===== src/rtl/dcachePkg.sv =====
package dcachePkg;

  // bus and line geometry
  parameter int AddrWidth   = 32;
  parameter int WordWidth   = 64;
  parameter int MaskWidth   = WordWidth / 8;
  parameter int LineWords   = 4;
  parameter int LineWidth   = LineWords * WordWidth;
  parameter int OffsetWidth = 5;

  // index width the tag field is sized for
  parameter int IndexBits = 6;
  parameter int TagWidth  = AddrWidth - IndexBits - OffsetWidth;

  // controller states
  typedef enum logic [2:0] {
    Idle      = 3'd0,
    Lookup    = 3'd1,
    WriteBack = 3'd2,
    MemRead   = 3'd3,
    Refill    = 3'd4,
    Fill      = 3'd5
  } cacheState_e;

  // field view of a request address
  typedef struct packed {
    logic [TagWidth-1:0]    tag;
    logic [IndexBits-1:0]   index;
    logic [OffsetWidth-1:0] offset;
  } reqFields_t;

  // raw word or decoded fields, same 32 bits
  typedef union packed {
    logic [AddrWidth-1:0] raw;
    reqFields_t           fields;
  } reqAddr_u;

endpackage


===== src/rtl/refillCollector.sv =====
module refillCollector (
  input  logic                            clk,
  input  logic                            rst_n,
  input  logic                            clear_i,
  input  logic                            beatValid_i,
  input  logic [dcachePkg::WordWidth-1:0] beatData_i,
  output logic                            lastBeat_o,
  output logic [dcachePkg::LineWidth-1:0] line_o
);

  import dcachePkg::*;

  localparam int CntWidth = $clog2(LineWords);

  logic [CntWidth-1:0]                 beatCnt;
  logic [LineWords-1:0][WordWidth-1:0] lineBuf;

  // beats arrive lowest word first
  always_ff @(posedge clk or negedge rst_n) begin
    if (!rst_n) begin
      beatCnt <= '0;
    end else if (clear_i) begin
      beatCnt <= '0;
    end else if (beatValid_i) begin
      beatCnt <= beatCnt + 1'b1;
    end
  end

  always_ff @(posedge clk) begin
    if (beatValid_i) begin
      lineBuf[beatCnt] <= beatData_i;
    end
  end

  // high with the beat that completes the line
  assign lastBeat_o = beatValid_i && (beatCnt == CntWidth'(LineWords - 1));
  assign line_o     = lineBuf;

endmodule


===== config.mk =====
export PLATFORM = sky130hd
export DESIGN_NAME = refillCollector
export DESIGN_NICKNAME = d
export VERILOG_FILES = /design/src/rtl/dcachePkg.sv /design/src/rtl/refillCollector.sv
export SDC_FILE = /design/constraint.sdc
export NUM_CORES = 1
export LEC_CHECK = 0
export BUFFER_PORTS_ARGS = -buffer_cell sky130_fd_sc_hd__buf_4
export CORE_MARGIN = 2
export CORE_UTILIZATION = 47
export DETAILED_ROUTE_END_ITERATION = 8
export PLACE_DENSITY_LB_ADDON = 0.15
export SYNTH_ARGS = -nofsm -noshare
export SYNTH_HDL_FRONTEND = slang
export SYNTH_SLANG_ARGS = --single-unit

===== constraint.sdc =====
create_clock -name clk -period 2.35 [get_ports clk]
set_clock_uncertainty 0.05 [all_clocks]
set_input_delay 0.235 -clock clk [delete_from_list [all_inputs] [get_ports clk]]
set_output_delay 0.235 -clock clk [all_outputs]
set_load 0.02 [all_outputs]

==> metrics.txt, run 1 <==
run status finished, final reports clean; fraction of layout instances using a drive strength above 1 52.1%; DP HPWL roughly 12 mm; maximum clock rate 472 MHz; Hold WC Path Type in -> reg; critical path data required time between 2000 and 2500 ps; total grt overflow 0; Max Transition Viols Final 0; Clock Tree Buf Depth 3; port bufs 324; Post-CTS Repair Setup Buffers 0; first-pass GRT wire length between 20 and 30 mm; commonest non-fill, non-tap cell in the layout buf_4; n_diodes 0; routed wire length 18.6 mm; Area contributors post-synth edfxtp_1 98%, dfrtp_1 0.64%, ha_1 0.64%; synthesized area per cell 28.9 µm²; final worst slack between 200 and 250 ps; most frequent cells in the layout 329 x buf_4, 256 x edfxtp_1, 69 x dlygate4sd3_1; Place WS 626 ps; total global-route track usage 20.4%; Synth-to-Final Area Change 55.4%; Chip Width 133 µm; post-synthesis net count roughly 340; Worst slew margin a little under two thirds; Core ar. 0.0165 mm²; TritonRoute pass-1 iters 6; die extent in y between 100 and 150 µm; synthesized instance count roughly 270; Final period util 90.1%; Mapped Area approximately 0.008 mm²; Site Rows 47; area share of the largest cell type after synthesis 97.9%; Multi-input gate area 106 µm²; total power 10300 µW; Top-Level Pins 325; via count 4368; CP Max Fanout 16; register area 0.00774 mm²; Fillers 995; Max Cap Viol 0; Max rail drop VDD around 540 µV; H-tree depth 1; placed instance area 0.0107 mm²; CTS tree done; die area 0.0178 mm²; WL/cell approximately 20 µm; post-layout util 74.1%; Critical Path AT 1830 ps; Pwr per Cell Area 840 mW/mm²; DRT antenna net count 0; initial core utilization 47.7%; count of different cell masters after synthesis 8; GPL Wtd Cong 0.799; post-synth top area cell edfxtp_1; Detailed Route Iter0 Violations 214; Design Area, Final 0.0122 mm²; Period minus WS final 2120 ps; RSZ-0062 raised after global routing false; Worst Setup End Kind output port; register bit total from synthesis ~260; initial antenna violation count 0; Clock Sinks 258; vias per std cell 4.64; critical path startpoint category flop; Final nets 773; Yosys warning count 0; final setup fails 0; largest net degree at the start of global routing between 40 and 50; Root Driver clkbuf_16; Hold Fails Final Rpt 0; sequential fraction of the synthesis area between 90% and 100%; DRC 0; vias in the first global route ~4600; TritonCTS buffer count 26; R2R setup slack 600 ps; Slew @ Worst Pin 542 ps; Leak Pwr 0.00475 µW; clock latency on the worst-skew pair about 510 ps; Post-Route Setup TNS 0 ps; Crit Path Class reg -> out; Reg clk slew, reported paths 70 ps
-- flip-flops by register name, summed over array words and instances (netlist names) --
register	count
beatCnt	2
line_o	256
-- synthesized netlist by cell type --
library cell	n
edfxtp_1	256
and2_2	4
ha_1	4
dfrtp_1	2
inv_1	2
nor2_1	2
mux2i_1	1
xnor2_1	1
-- timing repair --
| action | in CTS | in global routing |
|---|---|---|
| hold buffers | 69 | 0 |
| hold endpoints to repair | 260 | 0 |
| gates resized for setup | 0 | 0 |
| setup endpoints to repair | 0 | 0 |
-- where the power goes --
part	internal [µW]	switching, µW	total [µW]
clock network	2430	1610	4050
logic	370	493	862
registers	5290	55.0	5350
total	8090	2160	10300
-- layout make-up --
cell class                 instances  share of cell area [%]
clock buffer                      32                    5.69
tap                              220                    2.26
sequential                       258                    63.4
multi-input combinational         12                   0.871
clock inverter                    16                    1.33
timing repair buffer             401                    26.4
inverter                           2                  0.0615
-- critical path, cell delays in order, from the launching register on --
cell and delay, ps:
dfrtp_1 420, ha_1 160, and2_2 490, buf_4 240
-- metrics by stage --
step | std cells | hold slack [ps]
finish | 941 | 397
CTS | 941 | 382
global placement | 824 | -29.7
floorplan | 272 | -111
global route | 941 | 398
detailed placement | 824 | -30.8
-- cell families after synthesis --
family	synth area share [%]
flops	98.5
simple gates	0.478
fa+ha+maj	0.637
buf+inv	0.0957
xor+xnor	0.112
mux	0.127
-- path summary, 6_finish.rpt --
check	depth (start not counted)	start	endpoint
min in group asynchronous	3	rst_n	beatCnt[0]$_DFFE_PN0P_
min	3	clear_i	beatCnt[1]$_DFFE_PN0P_
min reg2reg	2	beatCnt[1]$_DFFE_PN0P_	beatCnt[1]$_DFFE_PN0P_
max	3	beatCnt[0]$_DFFE_PN0P_	lastBeat_o
max reg2reg	3	beatCnt[0]$_DFFE_PN0P_	line_o[223]$_DFFE_PP_
max in group asynchronous	3	rst_n	beatCnt[1]$_DFFE_PN0P_
-- per-layer routing --
layer | up-vias | share of wire, % | GRT usage, %
li1 | 1959 | - | -
met1 | 2136 | 36 | 23.8
met2 | 230 | 52 | 36.1
met3 | 43 | 8.5 | 5.56
met4 | 0 | 3.3 | 8.16
met5 | - | 0 | 0
Power figures use the tool's default switching activity.
==> inputs of run 2 (changes only) <==
Settings changed: ABC_AREA set to 1, CORE_MARGIN 2 to 4, SETUP_SLACK_MARGIN set to 0.1.
==> metrics.txt, run 2 <==
Hold WC Path Type in -> reg; routed wire length 19.2 mm (+3.5%); GPL Wtd Cong 0.777 (-2.8%); port bufs 324 (unchanged); n_diodes 0 (unchanged); vias in the first global route 4516 (-1.3%); post-layout util 73.6% (-0.51 points); CP Max Fanout 5 (-11); post-synth top area cell edfxtp_1; initial antenna violation count 0 (unchanged); area share of the largest cell type after synthesis 97.6% (-0.28 points); Comb pwr share 8.1% (-0.3 points); Yosys warning count 0 (unchanged); Critical Path AT 1690 ps (-140 ps); Worst setup endpoint lastBeat_o; sw power 1990 µW (-7.8%); sequential fraction of the synthesis area 98.3% (-0.28 points); Pwr per Cell Area 803 mW/mm² (-4.5%); max reg flops 256 (unchanged); commonest non-fill, non-tap cell in the layout buf_4; placed instance area 0.0107 mm² (+0.36%); Worst slew margin 62.3% (-1.6 points); sequential share of power 54.3% (+2.2 points); fraction of layout instances using a drive strength above 1 50.8% (-1.3 points); total grt overflow 0 (unchanged); R2R setup slack 550 ps (-50 ps); Clock Sinks 258 (unchanged); Site Rows 47 (unchanged); Detailed Route Iter0 Violations 202 (-5.6%); Top-Level Pins 325 (unchanged); Final period util 84.0% (-6.1 points); largest net degree at the start of global routing 48 (+17%); die extent in y 137 µm (+3.1%); vias per std cell 4.64 (about the same); Crit Path Class reg -> out; TritonRoute pass-1 iters 4 (-2); RSZ-0062 raised after global routing false; Chip Width 137 µm (+3.1%); final setup fails 0 (unchanged); Cell Chain, Critical Path ha_1 -> nand2_1 -> clkinvlp_4 -> buf_4; clock latency on the worst-skew pair 500 ps (about the same); via count 4398 (+0.69%); Area contributors post-synth edfxtp_1 98%, dfrtp_1 0.64%, ha_1 0.64%; Core ar. 0.0165 mm² (+0.36%); DRC 0 (unchanged); Slew @ Worst Pin 563 ps (+21.0 ps); Design Area, Final 0.0122 mm² (-0.34%); H-tree depth 1 (unchanged); run status finished, final reports clean; critical path data required time 2070 ps (about the same); initial core utilization 47.6% (about the same); Hold Fails Final Rpt 0 (unchanged); slowest stage delay, CP 420 ps (-70 ps); most frequent cells in the layout 329 x buf_4, 256 x edfxtp_1, 70 x dlygate4sd3_1; Post-synth EDFFs 256 (unchanged); Clock power frac 37.6% (-1.9 points); Synth-to-Final Area Change 54.5%; CP delay by family, top flip-flops; total global-route track usage 19.4% (-1.1 points); die area 0.0189 mm² (+6.4%); Post-Route Setup TNS 0 ps (unchanged); top cells by count, synth 256 x edfxtp_1, 8 x nand2_1, 7 x inv_1; critical path depth 4 (+1); CP bufs+invs 2 (+1); Worst Setup End Kind output port; Net Sw Frac 20.4% (-0.66 points); maximum clock rate 507 MHz (+7.3%); Clock Tree Buf Depth 3 (unchanged); TritonCTS buffer count 25 (-3.8%); WL/cell 20.3 µm (+2.7%); DRT antenna net count 0 (unchanged); post-synthesis net count 354 (+2.9%); Max Transition Viols Final 0 (unchanged); first-pass GRT wire length 27.0 mm (-1.0%); Leak Pwr 0.00473 µW (-0.55%); Worst Setup SP beatCnt[0]$_DFFE_PN0P_; Mapped Area 0.00787 mm² (+0.29%); R2R depth 3 (unchanged); Reg clk slew, reported paths 60 ps (about the same); DP HPWL 12.5 mm (+2.8%); Max Cap Viol 0 (unchanged); Post-synth top flop edfxtp_1; Max rail drop VDD 821 µV (+51%); synthesized instance count 282 (+3.7%); Final nets 784 (+1.4%); slowest CP cell dfrtp_1; Period minus WS final 1970 ps (-144 ps); cell with the most instances after synthesis edfxtp_1; critical path startpoint category flop; count of different cell masters after synthesis 9 (+1); post-cts resize count 0 (unchanged); CTS tree done; Post-synth ARST share 0.775% (unchanged); synthesized area per cell 27.9 µm² (-3.3%); Power Internal 7770 µW (-4.0%); FF-to-FF Start beatCnt[0]$_DFFE_PN0P_; register bit total from synthesis 258 (unchanged); critical register-to-register path endpoint line_o[216]$_DFFE_PP_; Root Driver clkbuf_16
## run 2: worst min path at each step
stage / cells past startpoint / slack (ps) / start / end
6_report: 2 / 430 / beatData_i[58] / line_o[186]$_DFFE_PP_
3_3_place_gp: 1 / -30 / rst_n / beatCnt[1]$_DFFE_PN0P_
5_1_grt: 2 / 420 / beatData_i[58] / line_o[122]$_DFFE_PP_
3_5_place_dp: 1 / -30 / rst_n / beatCnt[0]$_DFFE_PN0P_
2_1_floorplan: 0 / -110 / rst_n / beatCnt[0]$_DFFE_PN0P_
4_1_cts: 2 / 400 / beatData_i[36] / line_o[100]$_DFFE_PP_
## run 2: worst register-to-register path, stage by stage (launching register included)
cell        delay, ps
dfrtp_1           420
ha_1              210
nand2_1           160
clkinvlp_2        520
## run 2: metal layers
layer	wire [µm]	vias to the layer above	track usage, %
li1	-	1984	-
met3	1800	34	5.51
met5	0	-	0
met2	10500	220	35.4
met4	524	0	6.49
met1	6410	2160	21.7
## run 2: cell families (layout without fill, tap and decap cells)
kind of cell             after synthesis  after routing  share of synthesized area, %
flip-flops                           258            258                          98.3
AND/OR/NAND/NOR                       12             12                         0.620
adder cells (fa/ha/maj)                4              4                         0.636
buffers and inverters                  8            454                         0.477
## run 2: what timing repair did
| action | in CTS | in global routing |
|---|---|---|
| hold buffers | 70 | 0 |
| endpoints found under the hold margin | 260 | 0 |
| buffers inserted | 1 | 0 |
| endpoints found under the setup margin | 1 | 0 |
## run 2: cell type report
type / instances / area [µm²]
inverter: 7 / 41.3
fill: 959 / 4360
timing repair buffer: 403 / 3250
tap: 220 / 275
multi-input combinational: 16 / 98.8
timing repair inverter: 1 / 5.00
clock buffer: 33 / 656
clock inverter: 10 / 98.8
sequential: 258 / 7740
## run 2: through the flow
stage	hold WS [ps]	worst slack, ps	total power (µW)	std cells
global route	418	280	10100	948
CTS	404	310	9840	948
finish	426	376	9770	948
floorplan	-111	206	5670	282
detailed placement	-26.3	488	6100	833
global placement	-31.7	520	6090	833
## run 2: power groups by stage
stage,logic (µW),clock network [µW],registers [µW]
finish,788,3670,5310
global route,837,3950,5320
CTS,795,3740,5310
detailed placement,696,0,5400
global placement,685,0,5400
floorplan,75.6,0,5600
