==> config.mk <==
export PLATFORM = sky130hd
export DESIGN_NAME = cacheCtrlFsm
export DESIGN_NICKNAME = d
export VERILOG_FILES = /design/src/rtl/dcachePkg.sv /design/src/rtl/cacheCtrlFsm.sv
export SDC_FILE = /design/constraint.sdc
export NUM_CORES = 1
export LEC_CHECK = 0
export ABC_CLOCK_PERIOD_IN_PS = 1900
export BUFFER_PORTS_ARGS = -buffer_cell sky130_fd_sc_hd__buf_2
export CAP_MARGIN = 0
export CELL_PAD_IN_SITES_DETAIL_PLACEMENT = 1
export CELL_PAD_IN_SITES_GLOBAL_PLACEMENT = 2
export CORE_AREA = 2 2 39 41
export DETAILED_ROUTE_END_ITERATION = 8
export DIE_AREA = 0 0 41 43
export PLACE_DENSITY_LB_ADDON = 0.12
export SYNTH_ARGS = -nofsm -noshare
export SYNTH_HDL_FRONTEND = slang
export SYNTH_SLANG_ARGS = --single-unit
==> constraint.sdc <==
create_clock -name clk -period 1.9 [get_ports clk]
set_input_delay 0.095 -clock clk [delete_from_list [all_inputs] [get_ports clk]]
set_output_delay 0.095 -clock clk [all_outputs]
set_load 0.05 [all_outputs]
==> src/rtl/dcachePkg.sv <==
package dcachePkg;

  // bus and line geometry
  parameter int AddrWidth   = 32;
  parameter int WordWidth   = 64;
  parameter int MaskWidth   = WordWidth / 8;
  parameter int LineWords   = 4;
  parameter int LineWidth   = LineWords * WordWidth;
  parameter int OffsetWidth = 5;

  // index width the tag field is sized for
  parameter int IndexBits = 6;
  parameter int TagWidth  = AddrWidth - IndexBits - OffsetWidth;

  // controller states
  typedef enum logic [2:0] {
    Idle      = 3'd0,
    Lookup    = 3'd1,
    WriteBack = 3'd2,
    MemRead   = 3'd3,
    Refill    = 3'd4,
    Fill      = 3'd5
  } cacheState_e;

  // field view of a request address
  typedef struct packed {
    logic [TagWidth-1:0]    tag;
    logic [IndexBits-1:0]   index;
    logic [OffsetWidth-1:0] offset;
  } reqFields_t;

  // raw word or decoded fields, same 32 bits
  typedef union packed {
    logic [AddrWidth-1:0] raw;
    reqFields_t           fields;
  } reqAddr_u;

endpackage

==> src/rtl/cacheCtrlFsm.sv <==
module cacheCtrlFsm (
  input  logic                   clk,
  input  logic                   rst_n,
  input  logic                   reqValid_i,
  input  logic                   hit_i,
  input  logic                   victimDirty_i,
  input  logic                   lastBeat_i,
  output dcachePkg::cacheState_e state_o,
  output logic                   respValid_o,
  output logic                   memRdReq_o,
  output logic                   memWrReq_o,
  output logic                   fillEn_o
);

  import dcachePkg::*;

  cacheState_e stateQ;
  cacheState_e stateNext;

  always_ff @(posedge clk or negedge rst_n) begin
    if (!rst_n) begin
      stateQ <= Idle;
    end else begin
      stateQ <= stateNext;
    end
  end

  always_comb begin
    stateNext = stateQ;
    case (stateQ)
      Idle: begin
        // requests are only taken here
        if (reqValid_i) begin
          stateNext = Lookup;
        end
      end
      Lookup: begin
        if (hit_i) begin
          stateNext = Idle;
        end else if (victimDirty_i) begin
          // old line has to leave before the refill
          stateNext = WriteBack;
        end else begin
          stateNext = MemRead;
        end
      end
      WriteBack: begin
        stateNext = MemRead;
      end
      MemRead: begin
        stateNext = Refill;
      end
      Refill: begin
        // beat count is kept by the collector
        if (lastBeat_i) begin
          stateNext = Fill;
        end
      end
      Fill: begin
        // second lookup now hits and answers
        stateNext = Lookup;
      end
      default: begin
        stateNext = Idle;
      end
    endcase
  end

  assign state_o = stateQ;

  // strobes decoded from the current state
  assign respValid_o = (stateQ == Lookup) && hit_i;
  assign memWrReq_o  = (stateQ == WriteBack);
  assign memRdReq_o  = (stateQ == MemRead);
  assign fillEn_o    = (stateQ == Fill);

endmodule

==> impl_metrics.toml, run 1 <==
[run_status]
status = "completed"

[layout]
syn_to_final_growth_pct = 55.41
num_antenna_cells = 0
layout-drive-gt1-share_pct = 48.65
largest_register_ffs = 3
seq_area_um2 = 75.07
n_fill_cell = 171
finalInstanceArea_um2 = 305.3
nNetsFinal = 44
multi_input_area_um2 = 110.1
post-route-util_pct = 22.06

[synthesis]
synthArstFlopShare_pct = 100.0
yosys.cell_types.count = 15
synth_common_cells = "nor2_1, dfrtp_1, nor3b_1"
synth_area_leaders = "dfrtp_1, nor3b_1, nor2_1"
yosys.area.top_type_share_pct = 38.22
syn_nets = 29
syn_area_per_cell_um2 = 8.541
ys.warnings.count = 0
syn-cell-area_um2 = 196.4
synth_edf_count = 0
synth_top_area_cell = "dfrtp_1"
synth.ff_latch_count = 3
synthFlopType = "dfrtp_1"
netlist_instances = 23
synth.most_common_cell = "nor2_1"
seq_area_frac_synth_pct = 38.22

[sta]
drv_slew = 0
hold_viol = 0
finalSetupViolCount = 0
rsz0062_at_grt = "false"
fmax_ghz = 0.6790
finalCriticalPeriod_ns = 1.473
skew_ns = 0.002094
fin_crit_sh_pct = 77.52
slew_headroom_pct = 75.80
worst_pin_slew_ns = 0.3630

[power]
pwr-share-comb_pct = 55.0
p_per_area_nw_per_um2 = 1976
ir_worst_vdd_mv = 0.5067
power_leakage_nw = 0.1584
internal_power_uw = 260.6
p_sw_uw = 342.7
p_sw_share_pct = 56.80
clockPowerShare_pct = 18.5
seq_power_share_pct = 26.5

[cts]
cts_setup_buffers = 0
cts_root_buf = "clkbuf_4"
max-clock-path-buffers = 2
cts_sinks = 3
h-tree-depth = 1
numCtsBuffers = 3
clkLatencyLatePin_ns = 0.23
cts_tree = "yes"
clk_pin_slew_ns = 0.04

[worst_hold_path]
holdCritPathClass = "input pin to async pin"

[detailed_routing]
ant_nets = 0
drtIter0Drc = 1
via_count = 218
drt_first_pass_iters = 3
drt-vias-per-instance = 4.113
wirelength_um = 588
drc_errors = 0
drt-wirelength-per-cell_um = 11.09

[setup_path]
required_ns = 1.80
worst-setup-path-type = "flip-flop to output pin"
critPathCaptureType = "output pin"
crit_fanout = 10
setup.worst_path.start_class = "flip-flop"
worstPathArrival_ns = 1.38

[run]
max_cap_violations = 0

[floorplanning]
dieArea_um2 = 1763
fp-row-count = 14
die_x_um = 41
start_util_pct = 14.20
coreArea_um2 = 1384
die_h_um = 43
boundaryPins = 13

[global_routing]
antenna_found_initial = 0
grt.busiest_layer = "met2"
grt_pass1_vias = 214
grt_use_met3_pct = 3.141
grt_max_degree = 12
grtUsageMet2_pct = 10.63
grt_use_total_pct = 8.149
grt_pass1_wl_um = 869
grt_use_met1_pct = 8.414
grt-ovfl-total = 0

[placed_design]
portBuffers = 12
place_congestion = 0.6352
dpl-instance-area_um2 = 269.0
dp_hpwl_um = 420
==> layout by cell type, fill, tap and decap left out <==
cell type,synthesis,layout
a211oi_1,1,1
a21o_1,1,1
a21oi_1,2,2
buf_2,0,12
clkbuf_1,0,1
clkbuf_4,0,3
dfrtp_1,3,3
dlygate4sd3_1,0,1
inv_1,1,1
nand2_1,1,1
nor2_1,4,4
nor3b_1,3,1
nor3b_2,0,2
nor4b_2,0,1
o21a_1,1,1
o21ai_0,1,1
or3_1,1,1
==> power by group through the flow <==
stage / registers (mW) / clock network (mW) / logic (mW)
6_report: 0.160 / 0.111 / 0.332
5_1_grt: 0.173 / 0.126 / 0.356
4_1_cts: 0.164 / 0.116 / 0.337
3_5_place_dp: 0.165 / 0 / 0.332
3_3_place_gp: 0.162 / 0 / 0.329
2_1_floorplan: 0.192 / 0 / 0.256
==> what timing repair did <==
action | in CTS | in global routing
endpoints found under the hold margin | 3 | 0
gates resized for setup | 0 | 0
hold buffers | 1 | 0
==> metrics by stage <==
| stage | hold slack, ns | std cells | setup TNS, ns | worst slack [ns] | total power [mW] |
|---|---|---|---|---|---|
| CTS | 0.1816 | 53 | 0 | 0.3767 | 0.6169 |
| finish | 0.1869 | 53 | 0 | 0.4272 | 0.6033 |
| global route | 0.1920 | 53 | 0 | 0.2686 | 0.6551 |
| detailed placement | -0.1057 | 48 | 0 | 0.5975 | 0.4974 |
| global placement | -0.1047 | 48 | 0 | 0.6526 | 0.4907 |
| floorplan | -0.2006 | 23 | -0.03817 | -0.03817 | 0.4478 |
==> worst max-delay path, stage by stage, from the launching register on <==
cell and delay [ns]:
dfrtp_1 0.50, inv_1 0.14, nor4b_2 0.21, buf_2 0.29
==> cell families after synthesis <==
kind of cell	Yosys count	synth area share [%]
and+or+nand+nor	10	28.66
buffers and inverters	4	14.01
AOI/OAI and AO/OA	6	19.11
DFF	3	38.22
==> routing by layer <==
metal	routed length (µm)	up-vias
met5	0	-
met4	12	0
met3	57	2
met2	282	13
met1	235	97
li1	-	106
==> worst paths after layout <==
check / startpoint / endpoint / slack (ns) / cells past startpoint
max reg2reg: state_o[1] / state_o[0] / 0.59 / 3
min reg2reg: state_o[2] / state_o[1] / 0.65 / 1
min in group clk: hit_i / state_o[1] / 0.20 / 4
min: rst_n / state_o[2] / 0.19 / 2
max in group asynchronous: rst_n / state_o[0] / 1.60 / 2
max: state_o[0] / respValid_o / 0.43 / 3
==> area by class of cell <==
| type | count | share of cell area, % |
|---|---|---|
| clock buffers | 4 | 8.607 |
| flip-flops and latches | 3 | 24.59 |
| inverters | 1 | 1.230 |
| multi-input cells | 16 | 36.07 |
| repair buffers | 13 | 22.95 |
| well taps | 16 | 6.557 |
(Power assumes the default switching activity.)
==> run 2: changes to the inputs <==
ABC_AREA = 1   (was unset)
ABC_CLOCK_PERIOD_IN_PS = 1540   (was 1900)
clock period = 1.54 ns   (was 1.9 ns; I/O delays follow)
==> run 2 against run 1 <==
Setup slack lost 0.21 ns. Global-route usage grew 0.50 points. First-iteration DRC count did not move. Register-to-register slack barely moved. Power rose by 29%. Critical endpoint unchanged.
==> impl_metrics.toml, run 2 <==
[run_status]
status = "completed"

[power]
ir_worst_vdd_mv = 0.5680
clockPowerShare_pct = 17.6
p_sw_uw = 458.6
p_per_area_nw_per_um2 = 2490
power_leakage_nw = 0.1638
p_sw_share_pct = 58.86
seq_power_share_pct = 21.8
total_power_uw = 779.0
internal_power_uw = 320.5
pwr-share-comb_pct = 60.7

[synthesis]
synth_common_cells = "nand2_1, nor2_1, dfrtp_1"
synth_top_area_cell = "dfrtp_1"
synthArstFlopShare_pct = 100.0
syn-cell-area_um2 = 191.4
yosys.cell_types.count = 12
synthFlopType = "dfrtp_1"
syn_nets = 32
synth.ff_latch_count = 3
synth.most_common_cell = "nand2_1"
seq_area_frac_synth_pct = 39.22
ys.warnings.count = 0
yosys.area.top_type_share_pct = 39.22
synth_edf_count = 0
syn_area_per_cell_um2 = 7.363
netlist_instances = 26
synth_area_leaders = "dfrtp_1, nand2_1, nor2_1"

[detailed_routing]
via_count = 245
drt-wirelength-per-cell_um = 9.966
drtIter0Drc = 1
ant_nets = 0
drc_errors = 0
drt_first_pass_iters = 2
drt-vias-per-instance = 4.153
wirelength_um = 588

[sta]
worst_pin_slew_ns = 0.2501
rsz0062_at_grt = "false"
fin_crit_sh_pct = 86.07
hold_viol = 0
fmax_ghz = 0.7545
slew_headroom_pct = 83.44
finalCriticalPeriod_ns = 1.325
finalSetupViolCount = 0
drv_slew = 0
skew_ns = 0.002841
setup_slack_ns = 0.2146

[placed_design]
place_congestion = 0.6766
portBuffers = 12
dp_hpwl_um = 478.7
place_ws_ns = 0.4492
dp_cells = 54

[global_routing]
grt_max_degree = 8
grt-ovfl-total = 0
grt_pass1_wl_um = 959
grt_use_total_pct = 8.652
antenna_found_initial = 0
grt_pass1_vias = 234

[layout]
nNetsFinal = 50
layout_commonest_cell = "buf_2"
largest_register_ffs = 3
layout-drive-gt1-share_pct = 58.14
syn_to_final_growth_pct = 63.40
layout_common_cells = "buf_2, nand2_1"
final_cell_count_no_fill = 59
post-route-util_pct = 22.60
num_antenna_cells = 0

[cts]
h-tree-depth = 1
cts_root_buf = "clkbuf_4"
clk_pin_slew_ns = 0.04
max-clock-path-buffers = 2
cts_resized = 0
clkLatencyLatePin_ns = 0.23
numCtsBuffers = 3
cts_tree = "yes"
cts_sinks = 3

[setup_path]
worst-setup-path-type = "flip-flop to output pin"
critPathSlowestCell = "dfrtp_1"
critPathCaptureType = "output pin"
crit_fanout = 5
setup.worst_path.start_class = "flip-flop"
crit_chain = "inv_2 -> nand2_2 -> nor3_2 -> buf_2"
worstPathArrival_ns = 1.25
required_ns = 1.46
critPathMaxStageDelay_ns = 0.42

[floorplanning]
die_x_um = 41
start_util_pct = 13.83
fp-row-count = 14
boundaryPins = 13
dieArea_um2 = 1763
coreArea_um2 = 1384
die_h_um = 43

[worst_hold_path]
holdCritPathClass = "input pin to flip-flop"

[run]
max_cap_violations = 0
## run 2: cell families (layout without fill, tap and decap cells)
family                 Yosys count  count (layout)  synth area share, %
AND/OR/NAND/NOR                 17              17                45.10
AO/OA/AOI/OAI                    3               3                9.805
flip-flops                       3               3                39.21
buffers and inverters            3              20                5.882
## run 2: power by group through the flow
stage	sequential, mW	clock (mW)	combinational [mW]
5_1_grt	0.176	0.150	0.507
3_5_place_dp	0.171	0	0.478
2_1_floorplan	0.267	0	0.268
3_3_place_gp	0.169	0	0.475
4_1_cts	0.171	0.147	0.482
6_report	0.169	0.137	0.472
## run 2: metal layers
metal,share of wire [%],vias up,GRT usage [%],routed length [µm]
li1,-,119,-,-
met1,43,119,9.709,254
met2,49,7,11.56,290
met3,7.3,0,3.665,43
met4,0,0,8.000,0
met5,0,-,0,0
## run 2: final cells by class
class                           count  area (µm²)
Fill cell                         187        1071
Inverter                            3       11.26
Tap cell                           16       20.02
Clock buffer                        4       26.28
Timing Repair Buffer               13       70.07
Multi-Input combinational cell     20       110.1
Sequential cell                     3       75.07
## run 2: final timing paths
check,start,end,slack (ns),cells after the start
setup / recovery,state_o[2],respValid_o,0.21,4
hold / removal,victimDirty_i,state_o[0],0.16,4
setup reg to reg,state_o[1],state_o[0],0.59,4
hold reg to reg,state_o[2],state_o[2],0.61,2
max in group asynchronous,rst_n,state_o[0],1.27,2
min in group asynchronous,rst_n,state_o[2],0.17,2
## run 2: timing repair
action                    in CTS  in global routing
hold endpoints to repair       3                  0
buffers inserted               0                  0
hold buffers                   1                  0
## run 2: critical path, delay by kind of cell (launching register included)
kind | cells | cell delay [ns]
DFF | 1 | 0.42
buffers and inverters | 2 | 0.39
and+or+nand+nor | 2 | 0.20
## run 2: stage by stage
| stage | cell area [µm²] | hold slack (ns) | TNS, ns |
|---|---|---|---|
| 6_report | 312.8 | 0.1637 | 0 |
| 3_5_place_dp | 276.5 | -0.1245 | 0 |
| 2_1_floorplan | 196.4 | -0.2186 | -0.07918 |
| 3_3_place_gp | 276.5 | -0.1286 | 0 |
| 4_1_cts | 312.8 | 0.1629 | 0 |
| 5_1_grt | 312.8 | 0.1811 | 0 |
